<file path="src/hw/retire_pkg.sv">
package retire_pkg;

    // ====================
    // retire stream
    // ====================

    // what the retiring instruction is, as seen by the commit path.
    typedef enum logic [2:0] {
        // plain arithmetic or logic op.
        ALU     = 3'd0,
        // memory read, may carry a data address error.
        LOAD    = 3'd1,
        // memory write, may carry a data address error.
        STORE   = 3'd2,
        // syscall instruction.
        SYSCALL = 3'd3,
        // break instruction.
        BREAK   = 3'd4,
        // return from exception.
        ERET    = 3'd5,
        // write to a cp0 register, data in the wdata field.
        MTC0    = 3'd6
    } ret_kind_e;

    // item kinds with a data access, so the address error flag applies.
    // all other kinds ignore it.

endpackage

</file>
<file path="src/hw/mips_exc_pkg.sv">
package mips_exc_pkg;

    // ====================
    // exception codes
    // ====================

    // values as written to the ExcCode field of Cause.
    typedef enum logic [4:0] {
        INT  = 5'd0,
        ADEL = 5'd4,
        ADES = 5'd5,
        SYS  = 5'd8,
        BP   = 5'd9,
        RI   = 5'd10,
        OV   = 5'd12
    } exc_code_e;

    // ====================
    // cp0 register map
    // ====================

    // selector shared by mtc0 and the read port.
    typedef enum logic [1:0] {
        STATUS   = 2'd0,
        CAUSE    = 2'd1,
        EPC      = 2'd2,
        BADVADDR = 2'd3
    } cp0_sel_e;

    // status fields.
    localparam int STATUS_IE    = 0;
    localparam int STATUS_EXL   = 1;
    localparam int STATUS_IM_LO = 8;
    // width of IM in Status and of IP in Cause.
    localparam int IM_WIDTH     = 8;

    // cause fields.
    localparam int CAUSE_BD     = 31;
    localparam int CAUSE_IP_LO  = 8;
    localparam int CAUSE_EXC_LO = 2;

    // general exception vector, boot space.
    localparam logic [31:0] DEFAULT_EXC_VECTOR = 32'hBFC0_0380;

endpackage
</file>
<file path="src/hw/exc_top.sv">
`timescale 1ns/1ps

module exc_top #(
    parameter logic [31:0] EXC_VECTOR = mips_exc_pkg::DEFAULT_EXC_VECTOR
) (
    input  logic                   clk,
    input  logic                   rst_n,
    input  logic                   ret_valid,
    input  retire_pkg::ret_kind_e  ret_kind,
    input  logic [31:0]            ret_pc,
    input  logic                   ret_in_ds,
    input  logic                   ret_ri,
    input  logic                   ret_ovf,
    input  logic                   ret_addr_err,
    input  logic [31:0]            ret_addr,
    input  mips_exc_pkg::cp0_sel_e ret_cp0_sel,
    input  logic [31:0]            ret_wdata,
    input  logic [5:0]             hw_int,
    input  mips_exc_pkg::cp0_sel_e cp0_rd_sel,
    output logic                   credit_return,
    output logic                   redirect_valid,
    output logic [31:0]            redirect_pc,
    output logic [31:0]            cp0_rd_data
);

    import mips_exc_pkg::*;
    import retire_pkg::*;

    // stage 1 to stage 2 link.
    logic        s1_valid;
    ret_kind_e   s1_kind;
    logic [31:0] s1_pc;
    logic        s1_in_ds;
    cp0_sel_e    s1_cp0_sel;
    logic [31:0] s1_wdata;
    logic        s1_exc;
    exc_code_e   s1_exc_code;
    logic [31:0] s1_badvaddr;

    exc_resolve u_exc_resolve (
        .clk          (clk),
        .rst_n        (rst_n),
        .ret_valid    (ret_valid),
        .ret_kind     (ret_kind),
        .ret_pc       (ret_pc),
        .ret_in_ds    (ret_in_ds),
        .ret_ri       (ret_ri),
        .ret_ovf      (ret_ovf),
        .ret_addr_err (ret_addr_err),
        .ret_addr     (ret_addr),
        .ret_cp0_sel  (ret_cp0_sel),
        .ret_wdata    (ret_wdata),
        .s1_valid     (s1_valid),
        .s1_kind      (s1_kind),
        .s1_pc        (s1_pc),
        .s1_in_ds     (s1_in_ds),
        .s1_cp0_sel   (s1_cp0_sel),
        .s1_wdata     (s1_wdata),
        .s1_exc       (s1_exc),
        .s1_exc_code  (s1_exc_code),
        .s1_badvaddr  (s1_badvaddr)
    );

    cp0_commit #(
        .EXC_VECTOR (EXC_VECTOR)
    ) u_cp0_commit (
        .clk            (clk),
        .rst_n          (rst_n),
        .hw_int         (hw_int),
        .s1_valid       (s1_valid),
        .s1_kind        (s1_kind),
        .s1_pc          (s1_pc),
        .s1_in_ds       (s1_in_ds),
        .s1_cp0_sel     (s1_cp0_sel),
        .s1_wdata       (s1_wdata),
        .s1_exc         (s1_exc),
        .s1_exc_code    (s1_exc_code),
        .s1_badvaddr    (s1_badvaddr),
        .cp0_rd_sel     (cp0_rd_sel),
        .credit_return  (credit_return),
        .redirect_valid (redirect_valid),
        .redirect_pc    (redirect_pc),
        .cp0_rd_data    (cp0_rd_data)
    );

endmodule

</file>
<file path="src/hw/cp0_commit.sv">
`timescale 1ns/1ps

module cp0_commit #(
    parameter logic [31:0] EXC_VECTOR = mips_exc_pkg::DEFAULT_EXC_VECTOR
) (
    input  logic                    clk,
    input  logic                    rst_n,
    input  logic [5:0]              hw_int,
    input  logic                    s1_valid,
    input  retire_pkg::ret_kind_e   s1_kind,
    input  logic [31:0]             s1_pc,
    input  logic                    s1_in_ds,
    input  mips_exc_pkg::cp0_sel_e  s1_cp0_sel,
    input  logic [31:0]             s1_wdata,
    input  logic                    s1_exc,
    input  mips_exc_pkg::exc_code_e s1_exc_code,
    input  logic [31:0]             s1_badvaddr,
    input  mips_exc_pkg::cp0_sel_e  cp0_rd_sel,
    output logic                    credit_return,
    output logic                    redirect_valid,
    output logic [31:0]             redirect_pc,
    output logic [31:0]             cp0_rd_data
);

    import mips_exc_pkg::*;
    import retire_pkg::*;

    // architectural state.
    logic                status_ie;
    logic                status_exl;
    logic [IM_WIDTH-1:0] status_im;
    logic                cause_bd;
    logic [1:0]          cause_sw_ip;
    exc_code_e           cause_exc;
    logic [31:0]         epc_q;
    logic [31:0]         badvaddr_q;

    // cycles left in the trap shadow.
    logic [1:0]          shadow_cnt;

    logic [IM_WIDTH-1:0] ip;
    logic                live;
    logic                int_pend;
    logic                take_int;
    logic                take_sync;
    logic                eret_bad;
    logic                take_exc;
    logic                clean_eret;
    logic                clean_mtc0;
    logic                write_bad;
    exc_code_e           code_c;
    logic [31:0]         bad_c;
    logic [31:0]         status_word;
    logic [31:0]         cause_word;

    // ====================
    // outcome decode
    // ====================

    assign ip       = {hw_int, cause_sw_ip};
    assign live     = s1_valid && (shadow_cnt == 2'd0);
    // EXL masks interrupts only.
    assign int_pend = status_ie && !status_exl && (|(ip & status_im));

    assign take_int   = live && int_pend;
    assign take_sync  = live && !int_pend && s1_exc;
    assign eret_bad   = live && !int_pend && !s1_exc && (s1_kind == ERET)
                        && (epc_q[1:0] != 2'b00);
    assign clean_eret = live && !int_pend && !s1_exc && (s1_kind == ERET)
                        && (epc_q[1:0] == 2'b00);
    assign clean_mtc0 = live && !int_pend && !s1_exc && (s1_kind == MTC0);
    assign take_exc   = take_int || take_sync || eret_bad;

    always_comb begin
        code_c    = INT;
        bad_c     = s1_badvaddr;
        write_bad = 1'b0;
        if (take_sync) begin
            code_c    = s1_exc_code;
            write_bad = (s1_exc_code == ADEL) || (s1_exc_code == ADES);
        end else if (eret_bad) begin
            // eret to a misaligned epc faults as a fetch.
            code_c    = ADEL;
            bad_c     = epc_q;
            write_bad = 1'b1;
        end
    end

    // ====================
    // cp0 state
    // ====================

    always_ff @(posedge clk) begin
        if (!rst_n) begin
            status_ie   <= 1'b0;
            status_exl  <= 1'b0;
            status_im   <= '0;
            cause_bd    <= 1'b0;
            cause_sw_ip <= 2'b00;
            cause_exc   <= INT;
            epc_q       <= '0;
            badvaddr_q  <= '0;
        end else if (take_exc) begin
            // nested fault keeps the original epc and bd.
            if (!status_exl) begin
                epc_q    <= s1_in_ds ? s1_pc - 32'd4 : s1_pc;
                cause_bd <= s1_in_ds;
            end
            status_exl <= 1'b1;
            cause_exc  <= code_c;
            if (write_bad) begin
                badvaddr_q <= bad_c;
            end
        end else if (clean_eret) begin
            status_exl <= 1'b0;
        end else if (clean_mtc0) begin
            case (s1_cp0_sel)
                STATUS: begin
                    status_ie  <= s1_wdata[STATUS_IE];
                    status_exl <= s1_wdata[STATUS_EXL];
                    status_im  <= s1_wdata[STATUS_IM_LO +: IM_WIDTH];
                end
                CAUSE: cause_sw_ip <= s1_wdata[CAUSE_IP_LO +: 2];
                EPC: epc_q <= s1_wdata;
                // read only.
                BADVADDR: ;
                default: ;
            endcase
        end
    end

    // two wrong-path items follow every trap or eret.
    always_ff @(posedge clk) begin
        if (!rst_n) begin
            shadow_cnt <= 2'd0;
        end else if (take_exc || clean_eret) begin
            shadow_cnt <= 2'd2;
        end else if (shadow_cnt != 2'd0) begin
            shadow_cnt <= shadow_cnt - 2'd1;
        end
    end

    // ====================
    // credits and redirect
    // ====================

    always_ff @(posedge clk) begin
        if (!rst_n) begin
            credit_return  <= 1'b0;
            redirect_valid <= 1'b0;
        end else begin
            // discarded items still hand back their credit.
            credit_return  <= s1_valid;
            redirect_valid <= take_exc || clean_eret;
        end
    end

    always_ff @(posedge clk) begin
        redirect_pc <= take_exc ? EXC_VECTOR : epc_q;
    end

    // read port.
    always_comb begin
        status_word = '0;
        status_word[STATUS_IE] = status_ie;
        status_word[STATUS_EXL] = status_exl;
        status_word[STATUS_IM_LO +: IM_WIDTH] = status_im;
        cause_word = '0;
        cause_word[CAUSE_BD] = cause_bd;
        cause_word[CAUSE_IP_LO +: IM_WIDTH] = ip;
        cause_word[CAUSE_EXC_LO +: 5] = cause_exc;
    end

    always_comb begin
        case (cp0_rd_sel)
            STATUS:   cp0_rd_data = status_word;
            CAUSE:    cp0_rd_data = cause_word;
            EPC:      cp0_rd_data = epc_q;
            BADVADDR: cp0_rd_data = badvaddr_q;
            default:  cp0_rd_data = '0;
        endcase
    end

endmodule

</file>
<file path="src/hw/exc_resolve.sv">
`timescale 1ns/1ps

module exc_resolve (
    input  logic                    clk,
    input  logic                    rst_n,
    input  logic                    ret_valid,
    input  retire_pkg::ret_kind_e   ret_kind,
    input  logic [31:0]             ret_pc,
    input  logic                    ret_in_ds,
    input  logic                    ret_ri,
    input  logic                    ret_ovf,
    input  logic                    ret_addr_err,
    input  logic [31:0]             ret_addr,
    input  mips_exc_pkg::cp0_sel_e  ret_cp0_sel,
    input  logic [31:0]             ret_wdata,
    output logic                    s1_valid,
    output retire_pkg::ret_kind_e   s1_kind,
    output logic [31:0]             s1_pc,
    output logic                    s1_in_ds,
    output mips_exc_pkg::cp0_sel_e  s1_cp0_sel,
    output logic [31:0]             s1_wdata,
    output logic                    s1_exc,
    output mips_exc_pkg::exc_code_e s1_exc_code,
    output logic [31:0]             s1_badvaddr
);

    import mips_exc_pkg::*;
    import retire_pkg::*;

    logic        exc_c;
    exc_code_e   code_c;
    logic [31:0] bad_c;

    // ====================
    // cause encoder
    // ====================

    // fixed priority, fetch side faults first.
    always_comb begin
        exc_c  = 1'b0;
        code_c = INT;
        bad_c  = '0;
        if (ret_pc[1:0] != 2'b00) begin
            exc_c  = 1'b1;
            code_c = ADEL;
            bad_c  = ret_pc;
        end else if (ret_ri) begin
            exc_c  = 1'b1;
            code_c = RI;
        end else if (ret_ovf) begin
            exc_c  = 1'b1;
            code_c = OV;
        end else if (ret_kind == SYSCALL) begin
            exc_c  = 1'b1;
            code_c = SYS;
        end else if (ret_kind == BREAK) begin
            exc_c  = 1'b1;
            code_c = BP;
        end else if (ret_addr_err && ret_kind == LOAD) begin
            exc_c  = 1'b1;
            code_c = ADEL;
            bad_c  = ret_addr;
        end else if (ret_addr_err && ret_kind == STORE) begin
            exc_c  = 1'b1;
            code_c = ADES;
            bad_c  = ret_addr;
        end
    end

    // ====================
    // stage register
    // ====================

    always_ff @(posedge clk) begin
        if (!rst_n) begin
            s1_valid <= 1'b0;
        end else begin
            s1_valid <= ret_valid;
        end
    end

    // payload, qualified by s1_valid downstream.
    always_ff @(posedge clk) begin
        s1_kind     <= ret_kind;
        s1_pc       <= ret_pc;
        s1_in_ds    <= ret_in_ds;
        s1_cp0_sel  <= ret_cp0_sel;
        s1_wdata    <= ret_wdata;
        s1_exc      <= exc_c;
        s1_exc_code <= code_c;
        s1_badvaddr <= bad_c;
    end

endmodule

</file>
<file path="config.mk">
export PLATFORM = sky130hd
export DESIGN_NAME = exc_top
export DESIGN_NICKNAME = d
export VERILOG_FILES = /design/src/hw/retire_pkg.sv /design/src/hw/mips_exc_pkg.sv /design/src/hw/exc_top.sv /design/src/hw/cp0_commit.sv /design/src/hw/exc_resolve.sv
export SDC_FILE = /design/constraint.sdc
export NUM_CORES = 1
export LEC_CHECK = 0
export BUFFER_PORTS_ARGS = -buffer_cell sky130_fd_sc_hd__buf_2
export CELL_PAD_IN_SITES_DETAIL_PLACEMENT = 0
export CELL_PAD_IN_SITES_GLOBAL_PLACEMENT = 1
export CORE_ASPECT_RATIO = 0.6
export CORE_MARGIN = 2
export CORE_UTILIZATION = 37
export DETAILED_ROUTE_END_ITERATION = 7
export PLACE_DENSITY_LB_ADDON = 0.1
export SETUP_SLACK_MARGIN = 0.05
export SYNTH_ARGS = -nofsm -noshare
export SYNTH_HDL_FRONTEND = slang
export SYNTH_HIERARCHICAL = 1
export SYNTH_SLANG_ARGS = --single-unit
export TNS_END_PERCENT = 30
</file>
<file path="constraint.sdc">
create_clock -name clk -period 2.1 [get_ports clk]
set_clock_uncertainty 0.15 [all_clocks]
set_input_delay 0.21 -clock clk [delete_from_list [all_inputs] [get_ports clk]]
set_output_delay 0.21 -clock clk [all_outputs]
set_load 0.1 [all_outputs]
</file>
== Word-level counts from Yosys, hierarchy flattened ==
Cells that the tools add are included.

* Output and inout bits: 66
* Register bits: 227

* $add $sub $neg: 2
* Reduce and logical (&&, ||, !) cells: 42
* Muxes and demuxes: 33
* Equality and inequality tests: 15
* Bitwise operators: 5

{| class="wikitable"
|+ Operators by type and width
! operator !! count
|-
| two-way mux 32 bit || 15
|-
| case mux 32 bit (4 select lines) || 1
|-
| subtractor 32 x 3 -> 32 bit (second input constant) || 1
|-
| two-way mux 4 bit || 5
|-
| logical AND 1 bit || 13
|-
| AND reduction 4 bit || 3
|-
| nonzero test 2 bit || 6
|-
| equality test 5 x 3 -> 1 bit (second input constant) || 2
|-
| equality test 3 bit (second input constant) || 3
|-
| AND 8 bit || 1
|-
| zero test 2 bit || 4
|-
| OR reduction 8 bit || 1
|-
| two-way mux 1 bit || 7
|-
| equality test 2 bit (second input constant) || 3
|-
| equality test 3 x 2 -> 1 bit (second input constant) || 2
|-
| two-way mux 3 bit || 2
|-
| AND reduction 2 bit || 3
|-
| nonzero test 3 bit || 2
|-
| OR reduction 6 bit || 1
|-
| two-way mux 5 bit || 1
|-
| equality test 2 x 1 -> 1 bit (second input constant) || 2
|-
| logical OR 1 bit || 4
|-
| two-way mux 2 bit || 2
|-
| inverter 1 bit || 4
|-
| other kinds (7) || 9
|}

== Depth between registers and ports, before layout ==
* Depth in word-level cells: 11
* Depth in mapped cells: 8
* Depth with buffers taken out: 8

== By module ==
The synthesis kept the hierarchy.

{| class="wikitable"
|+ Modules (own cells, without submodules)
! module !! times used !! cells an instance !! area each (µm²)
|-
| cp0_commit || 1 || 639 || 5636.7
|-
| exc_resolve || 1 || 170 || 2643.8
|}

== Worst setup path after synthesis ==
No wires, ideal clock.

* Path kind: input -> output
* Start point: in cp0_rd_sel[1]
* End point: out cp0_rd_data[0]
* Path buffers: 2
* Stages: 4
* Arrival: 3.168 ns
* Setup slack: -1.428 ns
* Cells stage by stage: clkbuf_1 -> buf_1 -> mux2i_1 -> o21ai_0

* Word-level cells in the longest chain between the ends: 2
* Elaborated cells on any way between the ends: 5

{| class="wikitable"
|+ RTL lines
! item !! RTL line !! text
|-
| from (decl) || exc_top.sv:19 || <nowiki>input mips_exc_pkg::cp0_sel_e cp0_rd_sel,</nowiki>
|-
| equality test 2 bit (tied with other cells) || cp0_commit.sv:175 || <nowiki>case (cp0_rd_sel)</nowiki>
|-
| case mux 32 bit (4 select lines) * || cp0_commit.sv:175 ||
|-
| to (decl) || exc_top.sv:23 || <nowiki>output logic [31:0] cp0_rd_data</nowiki>
|}

Every way passes the cells marked *; elsewhere a longest branch is shown, timed or not.

== Worst setup path in the final report ==
* Start point: reg u_exc_resolve.s1_pc[14]
* End point: reg u_cp0_commit.epc_q[28]

* Word-level cells in the longest chain between the ends: 4

{| class="wikitable"
|+ RTL lines
! item !! RTL line !! text
|-
| from (decl) || exc_resolve.sv:18 || <nowiki>output logic [31:0] s1_pc,</nowiki>
|-
| from (signal assigned) || exc_resolve.sv:85 || <nowiki>s1_pc <= ret_pc;</nowiki>
|-
| subtractor 32 x 3 -> 32 bit || cp0_commit.sv:106 || <nowiki>epc_q <= s1_in_ds ? s1_pc - 32'd4 : s1_pc;</nowiki>
|-
| two-way mux 32 bit || cp0_commit.sv:106 ||
|-
| two-way mux 32 bit || cp0_commit.sv:105 || <nowiki>if (!status_exl) begin</nowiki>
|-
| two-way mux 32 bit || cp0_commit.sv:103 || <nowiki>end else if (take_exc) begin</nowiki>
|-
| to (signal assigned) || cp0_commit.sv:106 ||
|-
| to (signal assigned) || cp0_commit.sv:124 || <nowiki>EPC: epc_q <= s1_wdata;</nowiki>
|-
| to (decl) || cp0_commit.sv:35 || <nowiki>logic [31:0] epc_q;</nowiki>
|}

No other way between the ends. The select of a mux whose other input is x is not followed.
A chain may end at the register's enable or synchronous reset.

==> impl_metrics.env <==
export IMPL_layout_nets=1324
export IMPL_cp_arrival_ns=2.69
export IMPL_clockBufferDepth=3
export IMPL_ys_seq_area_frac=0.546
export IMPL_rsz0062_at_grt="yes"
export IMPL_drt_iter0_drc=495
export IMPL_syn_num_nets=926
export IMPL_slew_headroom=0.620
export IMPL_drt_total_wl_um=28400
export IMPL_tightest_slew_ns=0.569
export IMPL_critPathRequiredTime_ns=2.39
export IMPL_ir_drop_uv=452
export IMPL_ys_warn_count=6
export IMPL_hold_violations=0
export IMPL_fmaxAchievable_mhz=416
export IMPL_num_vias=7488
export IMPL_grt_max_degree=34
export IMPL_num_io_pins=182
export IMPL_diodes=0
export IMPL_period_share=1.14
export IMPL_coreArea_mm2=0.0220
export IMPL_synth_seq_cells=226
export IMPL_grt_ovfl_total=0
export IMPL_synthCells=809
export IMPL_grt_pass1_wl_um=42100
export IMPL_synth_area_mm2=0.00828
export IMPL_route_detailed_drc=0
export IMPL_cp_max_fo=8
export IMPL_yosysUniqueCellTypes=62
export IMPL_max_cap_viol_count=0
export IMPL_fp_dieW_um=197
export IMPL_die_y_um=120
export IMPL_wire_per_inst_um=18.8
export IMPL_setup_viol=53
export IMPL_end_kind="flip-flop"
export IMPL_ys_flop_type="dfxtp_1"
export IMPL_io_buffers=181
export IMPL_cts_tree="built"
export IMPL_post_route_min_period_ns=2.40
export IMPL_clockRootBuffer="clkbuf_16"
export IMPL_fin_setup_tns_ns=-4.55
export IMPL_setup_slack_ns=-0.301
export IMPL_min_delay_path_class="input port to flip-flop"
export IMPL_first_pass_iters=5
export IMPL_grt_pass1_vias=7290
export IMPL_p_leak_uw=0.00588
export IMPL_avgSynthCellArea_um2=10.2
export IMPL_gp_congestion=0.858
export IMPL_antenna_left=0
export IMPL_async_flop_share=0
export IMPL_grtUsageTotal=0.233
export IMPL_slew_violations=0
export IMPL_status="complete, but fails checks"
export IMPL_fin_area_mm2=0.0134
export IMPL_hpwl_um=18700
export IMPL_holdWs_ns=0.187
export IMPL_crit_type="flip-flop to flip-flop"
export IMPL_placed_area_mm2=0.0108
export IMPL_clk_pin_slew_ns=0.07
export IMPL_clock_latency_ns=0.51
export IMPL_numCtsBuffers=21
export IMPL_violations="negative setup slack"
export IMPL_p_per_area_mw_per_mm2=788
export IMPL_fp_dieArea_mm2=0.0236
export IMPL_htreeDepth=1
export IMPL_fp_row_count=42
export IMPL_avgViaCountPerCell=4.97
export IMPL_cts_sinks=226
export IMPL_synth_edf_count=0
export IMPL_initial_core_util=0.376
export IMPL_drive_gt1_frac=0.385
export IMPL_area_growth_pct=62.3
export IMPL_antenna_found_initial=0
export IMPL_startpoint_type="flip-flop"
-- cell usage in the layout, fill, tap and decap left out, types with 6 or more instances in the layout --
cell and instances:
o21ai_1 27, nor4_4 7, nor3_1 7, a22o_1 30
nand2_1 108, mux2i_1 36, dfxtp_2 12, mux2_2 6
clkbuf_16 23, a22oi_1 26, a21oi_2 8, and2_1 22
mux4_2 8, nand2b_1 15, buf_2 150, buf_12 41
buf_6 25, a22oi_2 11, dfxtp_1 214, buf_4 88
o21ai_0 15, a21oi_1 23, dlygate4sd3_1 109, nor2_1 36
xor2_1 21, nor2b_4 8, nor2b_2 8, xnor2_1 6
-- metrics by stage --
stage	utilization	setup slack (ns)	std cells	total power, uW
5_1_grt	0.610	-0.408	1508	11000
3_5_place_dp	0.488	-0.300	1324	6170
6_report	0.610	-0.301	1508	10600
2_1_floorplan	-	-0.200	809	5610
4_1_cts	0.585	-0.289	1482	10600
3_3_place_gp	0.488	-0.257	1324	6170
-- synth_stat cells, types with 3 or more instances --
cell | n | area share
xnor2_1 | 6 | 0.0063
buf_6 | 5 | 0.0068
nand2b_1 | 17 | 0.013
nand4_1 | 4 | 0.0030
nor3_1 | 11 | 0.0066
nand2_1 | 115 | 0.052
o21ai_1 | 3 | 0.0018
xor2_1 | 21 | 0.022
and2_1 | 22 | 0.017
mux2i_1 | 36 | 0.044
nor2_1 | 41 | 0.019
a211oi_1 | 3 | 0.0027
nand3_1 | 6 | 0.0036
mux2_2 | 6 | 0.0082
nor4_1 | 6 | 0.0045
dfxtp_1 | 226 | 0.55
a32oi_1 | 4 | 0.0042
or4_4 | 3 | 0.0041
or3_1 | 5 | 0.0038
nor3b_1 | 3 | 0.0027
mux4_2 | 8 | 0.022
nor4_4 | 4 | 0.010
o31ai_1 | 3 | 0.0027
a21oi_1 | 32 | 0.019
or4_1 | 3 | 0.0027
nor2b_1 | 19 | 0.014
buf_2 | 4 | 0.0024
inv_1 | 4 | 0.0018
a22oi_1 | 37 | 0.034
o21ai_0 | 43 | 0.026
nand3b_1 | 3 | 0.0027
clkbuf_1 | 35 | 0.016
a22o_1 | 36 | 0.038
-- cell type report --
type | instances | area, um^2
clock buffer | 27 | 558
tap | 286 | 358
clock inverter | 11 | 186
fill | 1876 | 8580
inverter | 5 | 21.3
sequential | 226 | 4540
timing repair buffer | 423 | 3790
multi-input combinational | 530 | 3980
-- what timing repair did --
item	4_1_cts	5_1_grt
cloned	4	4
endpoints found under the setup margin	58	94
hold buffers	109	0
setup buffers	7	22
gates resized for setup	64	86
hold endpoints to repair	113	0
pin swaps	18	24
-- path summary, 6_finish.rpt --
check                                                         startpoint                                        to  slack, ns  cells past startpoint
worst max-delay path                     u_exc_resolve/s1_pc[14]$_DFF_P_       u_cp0_commit/epc_q[28]$_SDFFE_PN0P_      -0.30                      7
worst min-delay path                                        ret_wdata[5]         u_exc_resolve/s1_wdata[5]$_DFF_P_       0.19                      2
worst max register to register           u_exc_resolve/s1_pc[14]$_DFF_P_       u_cp0_commit/epc_q[28]$_SDFFE_PN0P_      -0.30                      7
worst min register to register  u_cp0_commit/badvaddr_q[17]$_SDFFE_PN0P_  u_cp0_commit/badvaddr_q[17]$_SDFFE_PN0P_       0.29                      2
-- worst max-delay path: stages, from the launching register on --
cell     delay [ns]
dfxtp_2        0.32
or4_4          0.53
or4_4          0.52
buf_4          0.19
nor4_4         0.25
xor2_1         0.17
mux2i_1        0.09
o21ai_1        0.11
-- layer usage --
layer  global-route usage  vias up  part of all wire
li1                     -     3657                 -
met2                0.348      220              0.42
met3               0.0334       27             0.049
met4               0.0385        0             0.012
met5                    0        -                 0
met1                0.361     3584              0.52
-- flip-flops by register name, summed over array words and instances (netlist names) --
signal / count
u_cp0_commit/status_ie: 1
u_cp0_commit/epc_q: 32
u_cp0_commit/credit_return: 1
u_cp0_commit/badvaddr_q: 32
u_exc_resolve/s1_valid: 1
u_cp0_commit/shadow_cnt: 2
u_cp0_commit/redirect_valid: 1
u_cp0_commit/cause_bd: 1
u_cp0_commit/cause_sw_ip: 2
u_exc_resolve/s1_pc: 32
u_exc_resolve/s1_exc: 1
u_cp0_commit/redirect_pc: 32
u_exc_resolve/s1_exc_code: 4
u_cp0_commit/status_exl: 1
u_exc_resolve/s1_in_ds: 1
u_exc_resolve/s1_kind: 3
u_cp0_commit/cause_exc: 5
u_exc_resolve/s1_badvaddr: 32
u_exc_resolve/s1_cp0_sel: 2
u_exc_resolve/s1_wdata: 32
u_cp0_commit/status_im: 8
-- report_power, final --
group / switching [uW] / leakage (uW) / internal [uW]
clock network: 1670 / 0.000363 / 2510
logic: 1030 / 0.00364 / 723
registers: 143 / 0.00187 / 4510
-- cell families (layout without fill, tap and decap cells) --
group	after synthesis	count (layout)	share of synthesized area
buf+inv	53	466	0.0301
other cells	1	1	0.000453
compound gates	175	175	0.143
simple gates	276	276	0.177
xor+xnor	27	27	0.0286
flops	226	226	0.546
fa+ha+maj	1	1	0.00151
mux	50	50	0.0734
No activity file was read; power rests on OpenSTA's default activity.
